### src/design/mem_stage_pkg.sv
package mem_stage_pkg;

    // ----------------------------------------------------------
    // Widths with a meaning
    // ----------------------------------------------------------

    localparam int WORD_IDX_W = 10;          // Word index into the data RAM

    typedef logic [31:0] data_t;             // Data word
    typedef logic [31:0] inst_addr_t;        // Instruction address (PC)
    typedef logic [3:0]  byte_en_t;          // One enable per byte lane

    // Access size of a load or store
    typedef enum logic [1:0] {
        ACC_BYTE = 2'b00,
        ACC_HALF = 2'b01,
        ACC_WORD = 2'b10
    } access_t;

    // Source of the register write-back value
    typedef enum logic [1:0] {
        WB_RESULT = 2'b00,                   // Execute result
        WB_MEM    = 2'b01,                   // Loaded data
        WB_PC4    = 2'b10                    // Return address
    } wb_sel_t;

    // ----------------------------------------------------------
    // Bundles
    // ----------------------------------------------------------

    typedef struct packed {
        logic                  en;           // Access this cycle
        logic                  we;           // Write, else read
        byte_en_t              byte_en;      // Lanes written
        logic [WORD_IDX_W-1:0] word_idx;     // Word address
        data_t                 wdata;        // Lane-placed store data
    } mem_req_t;

    typedef struct packed {
        logic    wr_en;                      // Store
        logic    rd_en;                      // Load
        access_t access;                     // Byte, half or word
        logic    is_unsigned;                // Zero-extend on load
    } lsu_ctrl_t;

endpackage

### src/design/mem_access_fsm.sv
`timescale 1ns/1ps

module mem_access_fsm #(
    parameter int MEM_LATENCY = 2                       // Stall length of at least 1
) (
    input  logic                     i_clock,
    input  logic                     i_rst_n,
    input  logic                     i_is_valid,        // Instruction present
    input  mem_stage_pkg::lsu_ctrl_t i_lsu,             // Memory controls
    input  logic                     i_misaligned,      // From the aligner
    input  logic [1:0]               i_byte_off,        // Low address bits
    input  mem_stage_pkg::mem_req_t  i_req,             // Raw request
    input  logic                     i_timer_expired,   // Last wait cycle
    output logic                     o_timer_start,
    output mem_stage_pkg::mem_req_t  o_ram_req,         // Gated request
    output logic                     o_hazard,          // Stall upstream
    output logic                     o_align_error,     // One-cycle pulse
    output logic                     o_load_done,       // High in DONE
    output logic [1:0]               o_byte_off         // Offset held for DONE
);

    localparam bit DIRECT = (MEM_LATENCY == 1);         // No wait state needed

    typedef enum logic [1:0] {
        IDLE,
        WAIT,
        DONE
    } state_t;

    state_t state;
    state_t state_nxt;
    logic   is_access;                                  // Valid load or store
    logic   start;                                      // Aligned access begins
    logic   fire;                                       // RAM access this cycle

    assign is_access = i_is_valid && (i_lsu.rd_en || i_lsu.wr_en);
    assign start     = (state == IDLE) && is_access && !i_misaligned;
    assign fire      = (start && DIRECT) || ((state == WAIT) && i_timer_expired);

    // ----------------------------------------------------------
    // State sequencing
    // ----------------------------------------------------------

    always_comb begin
        state_nxt = state;
        case (state)
            IDLE: if (start) state_nxt = DIRECT ? DONE : WAIT;
            WAIT: if (i_timer_expired) state_nxt = DONE;
            DONE: state_nxt = IDLE;                     // Always one cycle
            default: state_nxt = IDLE;
        endcase
    end

    always_ff @(posedge i_clock or negedge i_rst_n) begin
        if (!i_rst_n) begin
            state      <= IDLE;
            o_byte_off <= '0;
        end else begin
            state <= state_nxt;
            if (start) o_byte_off <= i_byte_off;        // Offset captured when the access starts
        end
    end

    // Request passes with en and we only on the firing cycle
    always_comb begin
        o_ram_req    = i_req;
        o_ram_req.en = i_req.en && fire;
        o_ram_req.we = i_req.we && fire;
    end

    assign o_timer_start = start;
    assign o_hazard      = start || (state == WAIT);
    assign o_align_error = (state == IDLE) && is_access && i_misaligned;
    assign o_load_done   = (state == DONE);

endmodule

### config.mk
export PLATFORM = sky130hd
export DESIGN_NAME = mem_access_fsm
export DESIGN_NICKNAME = d
export VERILOG_FILES = /design/src/design/mem_stage_pkg.sv /design/src/design/mem_access_fsm.sv
export SDC_FILE = /design/constraint.sdc
export NUM_CORES = 1
export LEC_CHECK = 0
export BUFFER_PORTS_ARGS = -buffer_cell sky130_fd_sc_hd__buf_2
export CELL_PAD_IN_SITES_DETAIL_PLACEMENT = 1
export CELL_PAD_IN_SITES_GLOBAL_PLACEMENT = 1
export CORE_ASPECT_RATIO = 1.1
export CORE_MARGIN = 4
export CORE_UTILIZATION = 13
export DETAILED_ROUTE_END_ITERATION = 8
export GPL_TIMING_DRIVEN = 0
export PLACE_DENSITY_LB_ADDON = 0.15
export REMOVE_ABC_BUFFERS = 1
export SYNTH_ARGS = -nofsm -noshare
export SYNTH_HDL_FRONTEND = slang
export SYNTH_SLANG_ARGS = --single-unit
### constraint.sdc
create_clock -name i_clock -period 2.15 [get_ports i_clock]
set_clock_uncertainty 0.1 [all_clocks]
set_input_delay 0 -clock i_clock [delete_from_list [all_inputs] [get_ports i_clock]]
set_output_delay 0 -clock i_clock [all_outputs]
set_load 0.02 [all_outputs]
Word-level counts from Yosys, hierarchy flattened
Index checks and enable logic that the tools add are counted.
- bits in registers: 4
- bits of input ports: 60
- equality and inequality tests: 4
- muxes and demuxes: 3
- reductions and logical operators: 12
- operators with widths (operator ; number):
    1-bit logical AND ; 7
    2-bit two-way mux ; 2
    2-bit inequality test, second input constant ; 2
    2-bit case mux with 2 select lines ; 1
    2-bit by 1-bit == test with 1-bit output, second input constant ; 1
    2-bit == test, second input constant ; 1
    2-bit logical NOT ; 1
    1-bit logical OR ; 2
    2-bit AND reduction ; 1
    1-bit logical NOT ; 1

Logic depth before layout (Yosys ltp)
- depth in word-level cells: 6
- gate-level depth with buffers: 4
- gate-level depth less buffers: 3

Least setup slack after synthesis
No wires, ideal clock.
- kind: register to register
- start: register state[0]
- end: register o_byte_off[0]
- setup time: 125 ps
- arrival time: 1314 ps
- required time: 1925 ps
- slack: 611 ps
- cell stages (with the launch flop): 4
- clock period less this slack: 1539 ps
- cells stage by stage: dfrtp_1 > or4_1 > buf_2 > mux2_4
- word-level cells in the longest chain between the ends: 3
- ends and longest elaborated chain (item ; RTL line ; text):
    start, declared ; mem_access_fsm.sv:30 ; state_t state;
    start signal, assigned ; mem_access_fsm.sv:59 ; state <= state_nxt;
    2-bit logical NOT ; mem_access_fsm.sv:37 ; assign start = (state == IDLE) && is_access && !i_misaligned;
    1-bit logical AND (2 in a row) ; mem_access_fsm.sv:37 ;
    end signal, assigned ; mem_access_fsm.sv:60 ; if (start) o_byte_off <= i_byte_off;
    end, declared ; mem_access_fsm.sv:19 ; output logic [1:0] o_byte_off
No other way between the ends.
A chain may end at the register's enable or synchronous reset.

Final worst setup path
- start: register state[1]
- end: output o_hazard
- word-level cells in the longest chain between the ends: 4
- elaborated cells between the ends (all ways): 5
- classes of those cells: eq/ne: 1; reduce/logical: 4
- ends and longest elaborated chain (item ; RTL line ; text):
    2-bit logical NOT ; mem_access_fsm.sv:37 ;
    1-bit logical AND (2 in a row) ; mem_access_fsm.sv:37 ;
    1-bit logical OR (*) ; mem_access_fsm.sv:72 ; assign o_hazard = start || (state == WAIT);
    end, declared ; mem_access_fsm.sv:16 ; output logic o_hazard,
Every way passes the cells marked *; elsewhere a longest branch is shown, timed or not.

==> run metrics <==
Synth warnings=0; commonest cells after routing, fill and taps aside=50 x dlygate4sd3_1, 18 x buf_2, 4 x dfrtp_1; htree depth=1; period utilization=78.6%; Reg clk slew, reported paths=30 ps; Final Hold Vio Count=0; Avg Inst Size Synth=8.53 µm²; CP Cell Sequence=or4_1 -> nand2_1 -> buf_2; # port buffers=18; Worst setup SP type=flop; Starting DRT DRC Count=26; Critical path origin=state[1]$_DFFE_PN0P_; # nets final=151; Clock Tree Buf Depth=2; site row count=24; min Tclk post-route=1690 ps; xor and xnor area share after synthesis=0%; core area=4050 µm²; Worst Tran Pin Value=297 ps; Syn-to-layout area delta=62.5%; Fin Setup TNS=0 ps; worst hold-check path type=input pin to asynchronous set/reset pin; DRC viols=0; max-cap viol count=0; CTS root buffer=clkbuf_8; Compound-Gate Fraction of Synth Area=1.81%; Antenna Cells=0; Avg WL per Cell=26.8 µm; total gr overflow=0; Data required, critical path=2050 ps; Starting Density=13.7%; routability-driven placement congestion ratio=0.695; worst skew pair latency=220 ps; post-layout instance count excluding filler cells=141; drt via density=3.50; Synth Area in Simple Gates=10.8%; final hold slack=23.0 ps; Die ar.=5370 µm²; Yosys top cell by area=buf_4; global-route wire length before repair=5180 µm; Leak=0.000425 µW; largest family of logic cells by synthesized area=buffers and inverters; status=finished clean; CTS tree=yes; RSZ-0062 raised after global routing=false; placed cells=88; Fmax achieved=592 MHz; post_cts resized=0; Worst R2R Start=state[1]$_DFFE_PN0P_; post-synthesis mux area share=5.42%; crit-path max FO=5; first drt pass iteration count=4; fin. max-slew vios=0; post-synthesis cell type count=14; Synth Cell Area=554 µm²; Pwr Density=550 nW/µm²; final setup fails=0; Worst setup EP type=primary output; Critical Setup Path Class=flop to primary output; DRT Wirelength=3790 µm; largest net degree at the start of global routing=6; io pins=114; flip-flop and latch area=100 µm²; die width=70.3 µm; Synth Instances=65; Synth Register Bits=4; Buf/Inv on CP=1; fill cell count=467; vias=493; Synth top area share=62.3%; sequential share of the synthesized area=18.1%; vias in the first global route=574; gr usage total=13.7%; synth top area cells=buf_4 62%, dfrtp_1 18%, mux2_4 5.4%; crit-path max cell delay=660 ps; initial antenna violation count=0; CTS Buf Count=3; Slew HR=80.1%; delay-heaviest family, CP=simple AND/OR/NAND/NOR gates; # clock sinks=4; Post-DRT Antenna Nets=0; Die H=76.5 µm; largest vdd supply drop=125 µV; share of cells above drive strength 1=25.8%; CP max stage cell=or4_1; Synth Area in Adders=0%; area of the multi-input gates=100 µm²; Worst EP arrival=1590 ps; commonest non-fill, non-tap cell in the layout=dlygate4sd3_1
-- cells by family after synthesis --
family	Yosys count
flops	4
buf+inv	48
compound gates	2
mux	2
simple gates	9
-- worst register-to-register path, delay by kind of cell (launching register included) --
family / cells / cell delay (ps)
and+or+nand+nor: 1 / 660
DFF: 1 / 410
muxes: 1 / 350
-- synth_stat cells --
cell / n
and2b_1: 1
or4_1: 1
mux2_4: 2
o21ai_0: 2
buf_2: 1
and3_1: 2
nor4b_1: 1
inv_1: 1
dfrtp_1: 4
or2b_1: 1
nand2_1: 1
nor2b_1: 1
and2_1: 1
buf_4: 46
-- routing by layer --
metal  wire length [µm]  share of wire (%)  GRT usage [%]
met2               1530                 40           17.4
met5                  0                  0              0
met3                475                 13           8.05
met4                183                4.8           7.47
met1               1600                 42           17.6
-- registers in the layout, summed over array words and instances, names as in the netlist --
register    flops
state           2
o_byte_off      2
-- final cells by class --
cell class,count,share of cell area (%)
inverters,1,0.417
repair buffers,68,65.6
multi-input cells,13,11.1
flip-flops and latches,4,11.1
well taps,52,7.22
clock buffers,3,4.58
-- where the power goes --
group | internal [µW] | switching [µW]
Combinational | 104 | 137
Sequential | 90.3 | 9.45
Clock | 119 | 35.7
-- path summary, 6_finish.rpt --
check	end	slack (ps)	cells after the start
min in group i_clock	state[0]$_DFFE_PN0P_	170	3
setup reg to reg	o_byte_off[0]$_DFFE_PN0P_	510	2
setup / recovery	o_hazard	460	3
hold reg to reg	o_byte_off[1]$_DFFE_PN0P_	400	1
max in group asynchronous	state[0]$_DFFE_PN0P_	1800	2
hold / removal	state[1]$_DFFE_PN0P_	20	2
-- metrics by stage --
step / util [%] / total power [µW] / worst slack, ps / cell area (µm²)
after CTS: 22.2 / 499 / 441 / 901
after global placement: 8.86 / 192 / 500 / 359
after floorplan: - / 154 / 614 / 204
after detailed placement: 8.86 / 193 / 503 / 359
after global routing: 22.2 / 522 / 372 / 901
final: 22.2 / 495 / 461 / 901
-- repair_timing --
item / 4_1_cts / 5_1_grt
hold endpoints to repair: 54 / 0
buffers inserted: 0 / 0
hold buffers: 50 / 0
Power figures use the tool's default switching activity.
