[src/design/mem_stage_pkg.sv]
package mem_stage_pkg;

    // ----------------------------------------------------------
    // Widths with a meaning
    // ----------------------------------------------------------

    localparam int WORD_IDX_W = 10;          // Word index into the data RAM

    typedef logic [31:0] data_t;             // Data word
    typedef logic [31:0] inst_addr_t;        // Instruction address (PC)
    typedef logic [3:0]  byte_en_t;          // One enable per byte lane

    // Access size of a load or store
    typedef enum logic [1:0] {
        ACC_BYTE = 2'b00,
        ACC_HALF = 2'b01,
        ACC_WORD = 2'b10
    } access_t;

    // Source of the register write-back value
    typedef enum logic [1:0] {
        WB_RESULT = 2'b00,                   // Execute result
        WB_MEM    = 2'b01,                   // Loaded data
        WB_PC4    = 2'b10                    // Return address
    } wb_sel_t;

    // ----------------------------------------------------------
    // Bundles
    // ----------------------------------------------------------

    typedef struct packed {
        logic                  en;           // Access this cycle
        logic                  we;           // Write, else read
        byte_en_t              byte_en;      // Lanes written
        logic [WORD_IDX_W-1:0] word_idx;     // Word address
        data_t                 wdata;        // Lane-placed store data
    } mem_req_t;

    typedef struct packed {
        logic    wr_en;                      // Store
        logic    rd_en;                      // Load
        access_t access;                     // Byte, half or word
        logic    is_unsigned;                // Zero-extend on load
    } lsu_ctrl_t;

endpackage

[src/design/load_writeback.sv]
`timescale 1ns/1ps

module load_writeback (
    input  mem_stage_pkg::data_t      i_rd_word,      // Registered RAM word
    input  logic [1:0]                i_byte_off,     // Byte within word
    input  mem_stage_pkg::lsu_ctrl_t  i_lsu,
    input  logic                      i_rd_ok,        // RAM word is valid
    input  mem_stage_pkg::inst_addr_t i_pc,
    input  mem_stage_pkg::data_t      i_result,       // Execute result
    input  mem_stage_pkg::wb_sel_t    i_wb_sel,
    output mem_stage_pkg::data_t      o_reg_wr_data
);
    import mem_stage_pkg::*;

    logic [7:0]  rd_byte;
    logic [15:0] rd_half;
    data_t       rd_ext;                              // Extended load value
    data_t       mem_data;
    inst_addr_t  pc_plus4;

    // ----------------------------------------------------------
    // Lane extraction and extension
    // ----------------------------------------------------------

    assign rd_byte = i_rd_word[8*i_byte_off +: 8];
    assign rd_half = i_byte_off[1] ? i_rd_word[31:16] : i_rd_word[15:0];

    always_comb begin
        case (i_lsu.access)
            ACC_BYTE: begin
                if (i_lsu.is_unsigned) rd_ext = {24'b0, rd_byte};
                else                   rd_ext = {{24{rd_byte[7]}}, rd_byte};
            end
            ACC_HALF: begin
                if (i_lsu.is_unsigned) rd_ext = {16'b0, rd_half};
                else                   rd_ext = {{16{rd_half[15]}}, rd_half};
            end
            default: rd_ext = i_rd_word;              // Word needs no extension
        endcase
    end

    // Zero unless a load has just completed
    assign mem_data = i_rd_ok ? rd_ext : '0;

    assign pc_plus4 = i_pc + inst_addr_t'(4);         // Return address

    // ----------------------------------------------------------
    // Write-back select
    // ----------------------------------------------------------

    always_comb begin
        case (i_wb_sel)
            WB_MEM:  o_reg_wr_data = mem_data;
            WB_PC4:  o_reg_wr_data = pc_plus4;
            default: o_reg_wr_data = i_result;        // WB_RESULT
        endcase
    end

endmodule

[config.mk]
export PLATFORM = sky130hd
export DESIGN_NAME = load_writeback
export DESIGN_NICKNAME = d
export VERILOG_FILES = /design/src/design/mem_stage_pkg.sv /design/src/design/load_writeback.sv
export SDC_FILE = /design/constraint.sdc
export NUM_CORES = 1
export LEC_CHECK = 0
export BUFFER_PORTS_ARGS = -buffer_cell sky130_fd_sc_hd__buf_2
export CAP_MARGIN = 10
export CORE_MARGIN = 8
export CORE_UTILIZATION = 25
export DETAILED_ROUTE_END_ITERATION = 12
export PLACE_DENSITY_LB_ADDON = 0.3
export SLEW_MARGIN = 20
export SYNTH_ARGS = -nofsm -noshare
export SYNTH_HDL_FRONTEND = slang
export SYNTH_SLANG_ARGS = --single-unit
[constraint.sdc]
create_clock -name vclk -period 1.58
set_clock_uncertainty 0.05 [all_clocks]
set_input_delay 0.079 -clock vclk [all_inputs]
set_output_delay 0.079 -clock vclk [all_outputs]
set_load 0.01 [all_outputs]
Yosys cells after proc, flatten, opt, wreduce, memory -nomap -nowiden:

Cells that the tools add are included.

* register bits: 0
* output and inout port bits: 32
* logic and storage cells: 12
* input bits: 106

* equality and inequality tests: 3
* shift-type cells: 1
* muxes and demuxes: 6
* add/subtract/negate cells: 1
* reductions and logical operators: 1

Operators with widths (number)
* 32-bit one-hot mux with 2 select lines: 2
* 32-bit 2-to-1 mux: 3
* 32-bit by 3-bit adder with 32-bit output, second input constant: 1
* 32-bit by 6-bit indexed part select with 8-bit output: 1
* 16-bit 2-to-1 mux: 1
* 2-bit by 1-bit equality test with 1-bit output, second input constant: 2
* 2-bit equality test, second input constant: 1
* 2-bit logical NOT: 1

Logic depth before layout (Yosys ltp):

* word-level depth: 5
* gate-level depth with buffers: 9
* gate-level depth less buffers: 7

Worst setup path before layout:

Ideal clock, no wire load.

* path type: input -> output
* start: in i_wb_sel[0]
* end: out o_reg_wr_data[21]
* required time: 1.451 ns
* path slack: -0.024 ns
* buffers on the path: 2
* arrival time: 1.475 ns
* stages on the path: 7
* path through: inv_1 -> ha_1 -> nand2b_1 -> clkbuf_1 -> a31o_2 -> buf_2 -> o221ai_1

* cells in the longest elaborated chain, start to end: 2
* elaborated cells between the ends (all ways): 3
* those cells by class: eq/ne (2); mux (1)

RTL lines
* start, declared: line load_writeback.sv:10 `input mem_stage_pkg::wb_sel_t i_wb_sel,`
* 2-bit equality test or 2-bit by 1-bit equality test with 1-bit output (tied branches): line load_writeback.sv:52 `case (i_wb_sel)`
* 32-bit one-hot mux with 2 select lines (*): line load_writeback.sv:52
* end, declared: line load_writeback.sv:11 `output mem_stage_pkg::data_t o_reg_wr_data`

Every way passes the cells marked *; elsewhere a longest branch is shown, timed or not.

Final worst setup path:

* start: in i_rd_word[23]
* end: out o_reg_wr_data[8]

* cells in the longest elaborated chain, start to end: 5

RTL lines
* start, declared: line load_writeback.sv:4 `input mem_stage_pkg::data_t i_rd_word,`
* 32-bit by 6-bit indexed part select with 8-bit output: line load_writeback.sv:25 `assign rd_byte = i_rd_word[8*i_byte_off +: 8];`
* 32-bit 2-to-1 mux: line load_writeback.sv:31 `if (i_lsu.is_unsigned) rd_ext = {24'b0, rd_byte};`
* 32-bit one-hot mux with 2 select lines: line load_writeback.sv:29 `case (i_lsu.access)`
* 32-bit 2-to-1 mux: line load_writeback.sv:43 `assign mem_data = i_rd_ok ? rd_ext : '0;`
* 32-bit one-hot mux with 2 select lines: line load_writeback.sv:52

Every way passes these cells.

==> results.md <==
* Layout area overhead at 92.8%
* First-pass GRT wire length at 14400 um
* Hold EP: o_reg_wr_data[0]
* Post-Route Utilization at between 40% and 50%
* Port Buffer Count at 136
* CP peak stage delay at 540 ps
* Die Width at ~100 um
* Max Freq at around 600 MHz
* Post-Syn Instances at between 200 and 300
* Number of hold violations in the final report at 0
* Gate power share at 100.0%
* Clock share of power at 0%
* CP max FO at 7
* Pleak at ~0.0016 uW
* Worst Setup Start Kind: primary input
* Cells on Worst Hold Path at 4
* Measured slew at the worst slew-check pin at 318 ps
* Via Count at 2799
* TNS Setup at -294 ps
* Outcome: finished, violations left
* DIE AREA at 10000 sq um
* Class of the worst hold path: primary input to output port
* Cell family with most CP delay: multiplexers
* Die span in y at 100 um
* Synth area leaders: a21oi_1 (9.9%), xor2_1 (9.9%), o221ai_1 (7.4%), nand2_1 (6.6%), nand3_1 (4.0%)
* Post-synth top area share at under 10%
* GRT Residual Overflow at 0
* Crit share post-route at 105%
* Fin cells at ~550
* Routed Antenna Nets at 0
* Rows at 30
* Crit Path Class: primary input to output port
* Mapped cell area at 1770 sq um
* Sw Share at 51.9%
* PD cells at between 200 and 300 nW/um^2
* # IOs at roughly 140
* Final WL at slightly above 9000 um
* DRT Pass-1 Iters at 4
* Starting Density at 25.9%
* Num sequential at 0
* Rel. slew slack at roughly 80%
* Area leader, netlist: a21oi_1
* Part of the power in registers at 0%
* Share of cells above drive strength 1 at 55.4%
* Crit path cell chain: buf_2 > mux4_2 > a21oi_4 > buf_12 > a221oi_2 > a221o_1 > buf_2
* Synth Warn # at 0
* Vias in the first global route at a little under 3000
* Syn nets at roughly 390
* CP Capture Type: output port
* Commonest cells post-synth: a21oi_1 (35), nand2_1 (31), xor2_1 (20), inv_1 (17), o221ai_1 (15)
* WP buf/inv at 3
* DP HPWL at 7670 um
* Peak supply drop at roughly 0.11 mV
* # nets final at 562
* Critical Path RT at about 1500 ps
* Place WS at -294 ps
* CTS Hold Bufs at 0
* Core area at a little under 7000 sq um
* Cell mode on critical path: buf_2
* Via density at about 5.1
* Dpl cell area at ~2900 sq um
* Seq/Total Area, Yosys at 0%
* NetSw at about 500 uW
* Initial antenna violation count at 1
* Int Pwr at between 400 and 500 uW
* RSZ-0062 raised after global routing: yes
* CLK BUF at 0
* Slowest CP cell: mux4_2
* Final setup fails at 6
* Most instantiated library cell after synthesis: a21oi_1
* # Max-Cap Violations at 0
* Hold path start: i_result[0]
* Final Wtd Congestion at approximately 1
* Storage element area at 0 sq um
* Post-Place Cells at approximately 540
* Largest net degree at the start of global routing at 29
* Gr usage total at 17.3%
* Worst EP arrival at roughly 1500 ps
* Failing checks: negative setup slack
* Post-Layout Inst Area at roughly 3400 sq um
* Setup WS post-layout at -78.6 ps
* Final Max Slew Viols at 0
* Synthesized area per cell at ~6.4 sq um
* DRC viols at 0
* Cell variety after synth at between 40 and 50
* Wire length per cell at between 15 and 20 um
* Post-route minimum period at 1660 ps
* 1st-iter DRT viols at about 130
layout make-up:
type	instances	area [sq um]
Antenna cell	1	2.50
Fill cell	717	3420
Timing Repair Buffer	195	1290
Tap cell	96	120
Inverter	17	63.8
Multi-Input combinational cell	239	1930
power by group through the flow:
stage / Combinational, uW / Sequential (uW) / Clock (uW)
finish: 943 / 0 / 0.0000846
global route: 1020 / 0 / 0.0000846
CTS: 866 / 0 / 0
detailed placement: 799 / 0 / 0
global placement: 794 / 0 / 0
floorplan: 375 / 0 / 0
per-stage QoR:
| step | hold slack [ps] | total power [uW] |
|---|---|---|
| floorplan | 224 | 375 |
| global route | 421 | 1020 |
| detailed placement | 402 | 799 |
| finish | 404 | 943 |
| global placement | 399 | 794 |
| CTS | 403 | 866 |
routing by layer:
metal / vias up / global-route usage (%) / routed length (um)
li1: 1395 / - / -
met1: 1287 / 21.1 / 3960
met2: 105 / 31.2 / 4570
met3: 12 / 2.28 / 571
met4: 0 / 3.37 / 194
met5: - / 0 / 0
how the worst max path moves through the flow:
stage	start	endpoint	slack, ps	depth (start not counted)
global placement	i_wb_sel[0]	o_reg_wr_data[7]	-280	8
global route	i_pc[3]	o_reg_wr_data[20]	-100	10
detailed placement	i_wb_sel[0]	o_reg_wr_data[7]	-290	8
floorplan	i_wb_sel[0]	o_reg_wr_data[21]	-20	7
CTS	i_byte_off[0]	o_reg_wr_data[8]	-60	7
finish	i_rd_word[23]	o_reg_wr_data[8]	-80	7
layout by cell type, fill, tap and decap left out, types with 5 or more instances in the layout:
master | Yosys | routed
nand4_1 | 8 | 8
o22ai_1 | 5 | 5
xnor2_1 | 8 | 8
a221o_1 | 5 | 5
o21ai_1 | 11 | 11
xor2_1 | 20 | 20
o221ai_1 | 15 | 5
nand3_1 | 14 | 13
inv_1 | 17 | 16
nand2_1 | 31 | 30
buf_6 | 0 | 10
buf_4 | 1 | 44
o221ai_2 | 1 | 11
nand2b_1 | 8 | 7
a221oi_2 | 0 | 5
buf_2 | 4 | 131
a21oi_1 | 35 | 31
nor2b_1 | 7 | 7
nor2_1 | 9 | 9
what timing repair did:
item | in CTS | in global routing
setup buffers | 3 | 7
cloned | 0 | 2
setup endpoints to repair | 25 | 32
hold endpoints to repair | 0 | 0
gates resized for setup | 41 | 36
pin swaps | 12 | 28
cells by family after synthesis:
logic type	Yosys count	synth area share (%)
AO/OA/AOI/OAI	97	37.3
adder cells (fa/ha/maj)	3	2.12
AND/OR/NAND/NOR	103	32.6
multiplexers	8	5.74
XOR/XNOR	28	13.9
buffers and inverters	37	8.36
No activity file was read; power rests on OpenSTA's default activity.
