--- src/design/mem_stage_pkg.sv ---
package mem_stage_pkg;

    // ----------------------------------------------------------
    // Widths with a meaning
    // ----------------------------------------------------------

    localparam int WORD_IDX_W = 10;          // Word index into the data RAM

    typedef logic [31:0] data_t;             // Data word
    typedef logic [31:0] inst_addr_t;        // Instruction address (PC)
    typedef logic [3:0]  byte_en_t;          // One enable per byte lane

    // Access size of a load or store
    typedef enum logic [1:0] {
        ACC_BYTE = 2'b00,
        ACC_HALF = 2'b01,
        ACC_WORD = 2'b10
    } access_t;

    // Source of the register write-back value
    typedef enum logic [1:0] {
        WB_RESULT = 2'b00,                   // Execute result
        WB_MEM    = 2'b01,                   // Loaded data
        WB_PC4    = 2'b10                    // Return address
    } wb_sel_t;

    // ----------------------------------------------------------
    // Bundles
    // ----------------------------------------------------------

    typedef struct packed {
        logic                  en;           // Access this cycle
        logic                  we;           // Write, else read
        byte_en_t              byte_en;      // Lanes written
        logic [WORD_IDX_W-1:0] word_idx;     // Word address
        data_t                 wdata;        // Lane-placed store data
    } mem_req_t;

    typedef struct packed {
        logic    wr_en;                      // Store
        logic    rd_en;                      // Load
        access_t access;                     // Byte, half or word
        logic    is_unsigned;                // Zero-extend on load
    } lsu_ctrl_t;

endpackage

--- src/design/store_aligner.sv ---
`timescale 1ns/1ps

module store_aligner (
    input  mem_stage_pkg::data_t     i_addr,        // Byte address
    input  mem_stage_pkg::data_t     i_wr_data,     // Store data, low-aligned
    input  mem_stage_pkg::lsu_ctrl_t i_lsu,
    output mem_stage_pkg::mem_req_t  o_req,         // Raw request, not gated
    output logic                     o_misaligned
);
    import mem_stage_pkg::*;

    logic [1:0] off;                                // Byte within word
    byte_en_t   byte_en;
    data_t      wdata;
    logic       is_mem;

    assign off    = i_addr[1:0];
    assign is_mem = i_lsu.rd_en || i_lsu.wr_en;

    // ----------------------------------------------------------
    // Lane placement
    // ----------------------------------------------------------

    always_comb begin
        case (i_lsu.access)
            ACC_BYTE: begin
                byte_en = byte_en_t'(4'b0001 << off);
                wdata   = {4{i_wr_data[7:0]}};      // Byte in every lane
            end
            ACC_HALF: begin
                byte_en = off[1] ? 4'b1100 : 4'b0011;
                wdata   = {2{i_wr_data[15:0]}};     // Half in both halves
            end
            default: begin                          // Word
                byte_en = 4'b1111;
                wdata   = i_wr_data;
            end
        endcase
    end

    // Half needs even address, word needs a multiple of 4
    always_comb begin
        case (i_lsu.access)
            ACC_HALF: o_misaligned = is_mem && off[0];
            ACC_WORD: o_misaligned = is_mem && (off != 2'b00);
            default:  o_misaligned = 1'b0;
        endcase
    end

    assign o_req.en       = is_mem;
    assign o_req.we       = i_lsu.wr_en;
    assign o_req.byte_en  = byte_en;
    assign o_req.word_idx = i_addr[WORD_IDX_W+1:2];
    assign o_req.wdata    = wdata;

endmodule

--- config.mk ---
export PLATFORM = sky130hd
export DESIGN_NAME = store_aligner
export DESIGN_NICKNAME = d
export VERILOG_FILES = /design/src/design/mem_stage_pkg.sv /design/src/design/store_aligner.sv
export SDC_FILE = /design/constraint.sdc
export NUM_CORES = 1
export LEC_CHECK = 0
export BUFFER_PORTS_ARGS = -buffer_cell sky130_fd_sc_hd__buf_2
export CAP_MARGIN = 20
export CORE_UTILIZATION = 30
export DETAILED_ROUTE_END_ITERATION = 7
export PLACE_DENSITY = 0.91
export SYNTH_ARGS = -nofsm -noshare
export SYNTH_HDL_FRONTEND = slang
export SYNTH_SLANG_ARGS = --single-unit
--- constraint.sdc ---
create_clock -name vclk -period 3.5
set_input_delay 0.525 -clock vclk [all_inputs]
set_output_delay 0.525 -clock vclk [all_outputs]
set_load 0.01 [all_outputs]
# Word level (Yosys, flattened, before mapping)
# Index checks and enable logic that the tools add are counted.
# totals
output_inout_bits	49
register_bits	0
wordCells	12
inputBits	69
# classes
eq_ne	2
shift	1
muxes	4
reduce_logical	5
# ops
operator	count
one-hot mux 32 bit (2 select lines)	1
one-hot mux 4 bit (2 select lines)	1
2-to-1 mux 4 bit	1
left shift 1 x 2 -> 4 bit (first input constant)	1
equality test 2 x 1 -> 1 bit (second input constant)	1
equality test 2 bit (second input constant)	1
logical AND 1 bit	2
logical NOT 2 bit	1
one-hot mux 1 bit (2 select lines)	1
nonzero test 2 bit	1
logical OR 1 bit	1

# Logic depth before layout (Yosys ltp)
# Gate-level depths: netlist (run 1).
# depth
ltp_word	3
mapped_depth	7
mapped_depth_nobuf	5

# Worst setup path before layout (run 1)
# Ideal clock, no wire load.
# synth_path
path_kind	input to output
from	in i_lsu[2] (netlist name)
to	out o_req[10] (netlist name)
slack_ps	1513
arrival_time_ps	1462
n_path_buf	2
required_time_ps	2975
stages	7
cell_sequence	inv_1 > ha_1 > buf_6 > or2_1 > buf_6 > a31oi_1 > a21oi_1
# synth_rtl
element	line	rtl
start, declared	store_aligner.sv:6	input mem_stage_pkg::lsu_ctrl_t i_lsu,
end, declared	store_aligner.sv:7	output mem_stage_pkg::mem_req_t o_req,

==> results of run 1 <==
==> worst max-delay path: stages <==
cell and delay, ns:
buf_2 0.11, inv_1 0.09, ha_1 0.30, or2_1 0.55
a31oi_1 0.17, a21oi_1 0.14, buf_2 0.15
==> per-stage QoR <==
step	power, mW	hold slack, ns	std cells	util	instance area, um^2
after global placement	0.138	1.05	188	0.443	878
after detailed placement	0.138	1.05	188	0.443	878
final	0.138	1.05	188	0.443	878
after floorplan	0.0949	1.14	109	-	643
after global routing	0.153	1.05	188	0.443	878
after CTS	0.139	1.05	188	0.443	878
==> power by group through the flow <==
| stage | clock network (mW) | registers [mW] | logic, mW |
|---|---|---|---|
| after global routing | 0 | 0 | 0.153 |
| final | 0 | 0 | 0.138 |
| after CTS | 0 | 0 | 0.139 |
| after detailed placement | 0 | 0 | 0.138 |
| after floorplan | 0 | 0 | 0.0949 |
| after global placement | 0 | 0 | 0.138 |
==> cell type report <==
type	count	area, um^2	share of cell area
tap	27	33.8	0.0385
multi-input combinational	79	437	0.497
inverter	4	15.0	0.0171
timing repair buffer	78	393	0.447
==> layer usage <==
metal	vias to the layer above	global-route usage	wire [um]
li1	466	-	-
met1	395	0.186	882
met2	51	0.319	923
met3	0	0.0283	193
met4	0	0	0
met5	-	0	0
==> cells by family after synthesis <==
logic type / count (synthesis) / synth area share
buf+inv: 30 / 0.321
fa+ha+maj: 4 / 0.0778
compound gates: 45 / 0.411
simple gates: 30 / 0.191
==> worst paths after layout <==
kind	cells after the start	to	slack [ns]
worst min-delay path	0	o_req[37]	1.05
worst max-delay path	7	o_req[12]	0.95
==> cell usage in the layout, fill, tap and decap left out, drive strengths merged <==
master	Yosys	layout
or2	2	2
a22o	8	8
inv	4	4
a21oi	18	18
buf	25	78
nand2	14	14
a31oi	7	7
nor2	12	12
ha	4	4
nor2b	1	1
nand2b	1	1
o21ai	12	12
==> impl_metrics.toml, run 1 <==
[outcome]
status = "finished clean"

[die]
coreArea_um2 = 1980
die_x_um = 48.3
ios = 118
dieArea_um2 = 2330
start_util = 0.324
die_y_um = 48.3
placementRows = 16

[synth]
syn_inst = 109
syn_area_per_cell_um2 = 5.90
synth_area_leaders = "buf_4 (23%), a21oi_1 (14%), a22o_1 (11%)"
synth.most_common_cell = "buf_4"
ys_warn_count = 0
synth_top_area_cell = "buf_4"
yosysUniqueCellTypes = 17
synth_area_um2 = 643
syn_nets = 182
ys_seq_area_frac = 0
yosys-top-cells-count = "buf_4 (20), a21oi_1 (18), nand2_1 (14)"
yosys.area.top_type_share = 0.233

[timing]
relSlewSlack = 0.578
finalCritPeriodShare = 0.730
fin_crit_ns = 2.55
slew_violations = 0
tightest_slew_ns = 0.632
setup_ws_ns = 0.946
setup_tns_ns = 0
setup_viol = 0
rsz0062_at_grt = "no"
hold_viol_final = 0
fmax_mhz = 391

[finish]
syn2layout_area_growth_pct = 36.6
finalNetCount = 236
seq_cells = 0
antenna_cells = 0
fillers = 221
nClkBuffers = 0
drive_above_1_share = 0.497
regArea_um2 = 0

[worst_setup_path]
worst_setup_path_start_kind = "primary input"
cp-end-kind = "output pin"
crit_fanout = 20
crit_start = "i_lsu[2]"
critical_path_class = "in -> out"
required_ns = 2.97
crit_arrival_ns = 2.03

[clock_network]
hold_buffers = 0
cts_resized = 0
cts_setup_buffers = 0

[routing]
wl_per_cell_um = 10.6
vias_per_cell = 4.85
dr.pass1.iters = 4
totalWireLength_mm = 2.00
antenna_left = 0
num_vias = 912
drc = 0
drt_iter0_markers = 13

[pwr]
comb_power_share = 1.000
seqPwrFrac = 0
power_density_nw_per_um2 = 157
power_leakage_nw = 0.503
ir_drop_mv = 0.0756
power_switching_mw = 0.0761
clockPowerShare = 0
p_int_mw = 0.0620
switching_share = 0.551

[grt]
grt_max_degree = 21
grt_pass1_wl_mm = 3.19
grt_pass1_vias = 731
antenna_found_initial = 0
track_usage = 0.160
grt_overflow = 0

[flow_run]
cap_viol_max_count = 0

[hold_path]
min_from = "i_addr[7]"
hp-class = "in -> out"

[placement]
io_buffers = 77
pre_cts_ws_ns = 0.924
hpwl_mm = 1.53
gp_congestion = 0.653
Note: power is estimated with default switching activity, not from simulation.
==> run 2, diff against run 1 <==
CORE_UTILIZATION = 28   (was 30)
PLACE_DENSITY = 0.85   (was 0.91)
clock period = 2.45 ns   (was 3.5 ns; I/O delays follow)
==> run 2 against run 1 <==
Effect of this change: first-iteration DRC count decreased by 23%; sequential share of layout area unchanged; final cell count increased by 1.6%; worst setup slack got worse by 0.56 ns; flip-flop and latch count unchanged; worst hold slack got worse by 0.31 ns; combinational power increased by 47%; final area increased by 2.6%; count of clock-buffer cells in the layout unchanged; global-route usage increased by 0.72 points; critical path depth unchanged; critical path type unchanged; largest cell class unchanged; largest power group unchanged.
==> impl_metrics.toml, run 2 (synthesized netlist as in run 1, its figures left out) <==
[outcome]
status = "finished clean"

[timing]
setup_viol = 0
fmax_mhz = 485
finalCritPeriodShare = 0.842
setup_tns_ns = 0
relSlewSlack = 0.625
slew_violations = 0
hold_viol_final = 0
rsz0062_at_grt = "no"
tightest_slew_ns = 0.561
setup_ws_ns = 0.387
fin_crit_ns = 2.06

[routing]
num_vias = 929
drt_iter0_markers = 10
totalWireLength_mm = 2.22
vias_per_cell = 4.86
dr.pass1.iters = 4
drc = 0
wl_per_cell_um = 11.6
antenna_left = 0

[grt]
grt_pass1_wl_mm = 3.36
track_usage = 0.167
grt_max_degree = 17
antenna_found_initial = 0
grt_pass1_vias = 764
grt_overflow = 0

[placement]
pre_cts_ws_ns = 0.380
gp_congestion = 0.767
io_buffers = 77
hpwl_mm = 1.82

[worst_setup_path]
crit_top_cell = "buf_2"
endpoint = "o_req[24]"
crit_fanout = 9
worst_setup_path_start_kind = "primary input"
cp_slowest_cell = "nand2b_1"
critPathMaxStageDelay_ns = 0.35
required_ns = 2.08
crit_start = "i_lsu[2]"
critical_path_class = "in -> out"
crit_arrival_ns = 1.70
cp-end-kind = "output pin"
path_cells = "buf_2 > inv_1 > ha_1 > nand2b_1 > o21ai_0 > a21oi_1 > buf_2"

[finish]
finalNetCount = 239
fillers = 248
final_cell_mix = "buf_2 (77), a21oi_1 (18), nand2_1 (14)"
nClkBuffers = 0
antenna_cells = 0
syn2layout_area_growth_pct = 40.1
fin_util = 0.437
seq_cells = 0
multi_input_area_um2 = 437
layout_commonest_cell = "buf_2"
regArea_um2 = 0
drive_above_1_share = 0.506

[clock_network]
hold_buffers = 0
cts_resized = 0
cts_setup_buffers = 0

[hold_path]
min_from = "i_addr[9]"
hp-class = "in -> out"
holdPathStages = 0

[die]
die_y_um = 49.9
coreArea_um2 = 2060
ios = 118
dieArea_um2 = 2490
placementRows = 16
start_util = 0.312
die_x_um = 49.9

[pwr]
power_density_nw_per_um2 = 225
ir_drop_mv = 0.110
power_leakage_nw = 0.518

[flow_run]
cap_viol_max_count = 0
## run 2: cell count changes in the layout (fill, tap and decap cells not counted)
cell / before / now
buf_4: 1 / 4
## run 2: worst min-delay path by stage
stage	endpoint
floorplan	o_req[0]
global placement	o_req[39]
detailed placement	o_req[39]
CTS	o_req[39]
global route	o_req[37]
finish	o_req[39]
## run 2: layer usage
layer	share of wire	GRT usage
met4	0	0
met1	0.40	0.197
met2	0.51	0.338
met5	0	0
met3	0.085	0.0123
## run 2: final cells by class
class,count,area share
inverter,4,0.0167
timing repair buffer,81,0.461
multi-input combinational,79,0.485
tap,27,0.0375
## run 2: through the flow
step / std cells / hold WS (ns) / instance area (um^2) / power (mW)
2_1_floorplan: 109 / 0.827 / 643 / 0.136
3_3_place_gp: 191 / 0.735 / 901 / 0.203
3_5_place_dp: 191 / 0.735 / 901 / 0.205
4_1_cts: 191 / 0.735 / 901 / 0.206
5_1_grt: 191 / 0.735 / 901 / 0.225
6_report: 191 / 0.735 / 901 / 0.203
## run 2: power by group
| part | switching (mW) | internal, mW | leakage [nW] | total (mW) |
|---|---|---|---|---|
| clock network | 0 | 0 | 0 | 0 |
| registers | 0 | 0 | 0 | 0 |
| logic | 0.110 | 0.0928 | 0.518 | 0.203 |
## run 2: critical path, delay by kind of cell
family,cells,cell delay (ns)
AOI/OAI and AO/OA,2,0.32
adders and majority gates,1,0.31
buffers and inverters,3,0.35
and+or+nand+nor,1,0.35
==> run 3, diff against run 2 <==
ABC_AREA = 1   (was default)
CORE_UTILIZATION = 30   (was 28)
PLACE_DENSITY = 0.84   (was 0.85)
clock period = 2.1 ns   (was 2.45 ns; I/O delays follow)
==> run 3 against run 2 <==
Effect of this change: worst hold slack got worse by 0.11 ns; synthesized area rose by 16%; final cell count rose by 22%; worst setup slack got worse by 0.15 ns; final area rose by 6.8%; largest cell class unchanged; non-clock buffer count fell by 2; first-iteration DRC count rose by 30%; critical endpoint is now o_req[25].
==> impl_metrics.toml, run 3 <==
[die]
die_y_um = 51.9
coreArea_um2 = 2280
start_util = 0.328
die_x_um = 51.9
dieArea_um2 = 2690
ios = 118
placementRows = 17

[placement]
post-place-cells = 233
hpwl_mm = 1.57
gp_congestion = 0.687
place_area_um2 = 962
io_buffers = 77
pre_cts_ws_ns = 0.207

[clock_network]
cts_resized = 0
hold_buffers = 0
cts_setup_buffers = 0

[hold_path]
holdPathStages = 0
hp-class = "in -> out"

[synth]
syn_area_per_cell_um2 = 4.87
yosysUniqueCellTypes = 15
synth_area_leaders = "nand2_1 (53%), buf_4 (20%), ha_1 (6.7%)"
yosys-top-cells-count = "nand2_1 (106), buf_4 (20), inv_1 (5)"
syn_inst = 153
syn_nets = 226
ys_warn_count = 0
ys_seq_area_frac = 0
synth_top_area_cell = "nand2_1"
yosys.area.top_type_share = 0.534
synth_area_um2 = 746
synth.most_common_cell = "nand2_1"

[finish]
final_area_um2 = 962
layout_commonest_cell = "nand2_1"
regArea_um2 = 0
final_cell_mix = "nand2_1 (106), buf_2 (77), inv_1 (5)"
fin_util = 0.423
fillers = 261
nClkBuffers = 0
seq_cells = 0
drive_above_1_share = 0.395
antenna_cells = 0
finalNetCount = 280
syn2layout_area_growth_pct = 29.0
fin_cells = 233

[timing]
slew_violations = 0
finalCritPeriodShare = 0.888
hold_viol_final = 0
setup_tns_ns = 0
relSlewSlack = 0.615
fin_crit_ns = 1.86
fmax_mhz = 536
setup_viol = 0
rsz0062_at_grt = "no"
tightest_slew_ns = 0.577
setup_ws_ns = 0.236
timing.hold.ws_ns = 0.630

[grt]
grt_overflow = 0
antenna_found_initial = 0
grt_busiest_layer = "met2"
use_met3 = 0.00585
grt_pass1_vias = 793
grt_util_met1 = 0.163
met2_usage = 0.284
grt_pass1_wl_mm = 3.08
grt_max_degree = 25
track_usage = 0.140

[pwr]
power_leakage_nw = 0.725
power_density_nw_per_um2 = 245
ir_drop_mv = 0.124
report.power.total_mw = 0.235

[routing]
vias_per_cell = 4.32
drc = 0
wl_per_cell_um = 8.24
antenna_left = 0
drt_iter0_markers = 13
totalWireLength_mm = 1.92
num_vias = 1007
dr.pass1.iters = 3

[outcome]
status = "finished clean"

[worst_setup_path]
crit_arrival_ns = 1.55
cp-end-kind = "output pin"
worst_setup_path_start_kind = "primary input"
required_ns = 1.78
critical_path_class = "in -> out"
crit_fanout = 20

[flow_run]
cap_viol_max_count = 0
run 3: cell count changes after synthesis, sizes merged, moves of 2 or more:
cell,delta
nor2,-9
a22o,-8
nand3,+2
a31oi,-7
o21ai,-8
nand2,+92
a21oi,-17
run 3: layout make-up:
| type | instances | area, um^2 | area share |
|---|---|---|---|
| Multi-Input combinational cell | 121 | 508 | 0.528 |
| Inverter | 5 | 18.8 | 0.0195 |
| Tap cell | 28 | 35.0 | 0.0364 |
| Timing Repair Buffer | 79 | 400 | 0.416 |
run 3: cells by family (layout without fill, tap and decap cells):
kind of cell,count (synthesis),after routing,synth area share
AND/OR/NAND/NOR,112,112,0.581
adder cells (fa/ha/maj),4,4,0.0671
AO/OA/AOI/OAI,5,5,0.0336
buffers and inverters,32,84,0.319
run 3: worst paths after layout:
check                     start        end
worst max-delay path   i_lsu[1]  o_req[25]
worst min-delay path  i_addr[4]  o_req[34]
run 3: worst max-delay path, cell delays in order:
cell,delay (ns)
buf_2,0.11
inv_1,0.09
ha_1,0.20
nor2_4,0.05
inv_1,0.43
nand2_1,0.16
nand2_1,0.08
buf_2,0.12
run 3: where the power goes:
part | total, mW | switching, mW | leakage (nW) | internal, mW
Clock | 0 | 0 | 0 | 0
Sequential | 0 | 0 | 0 | 0
Combinational | 0.235 | 0.133 | 0.725 | 0.102
Total | 0.235 | 0.133 | 0.725 | 0.102
run 3: layer usage:
metal / vias to the layer above / part of all wire
met2: 45 / 0.49
met4: 0 / 0.0026
met3: 2 / 0.087
met5: - / 0
li1: 543 / -
met1: 417 / 0.42
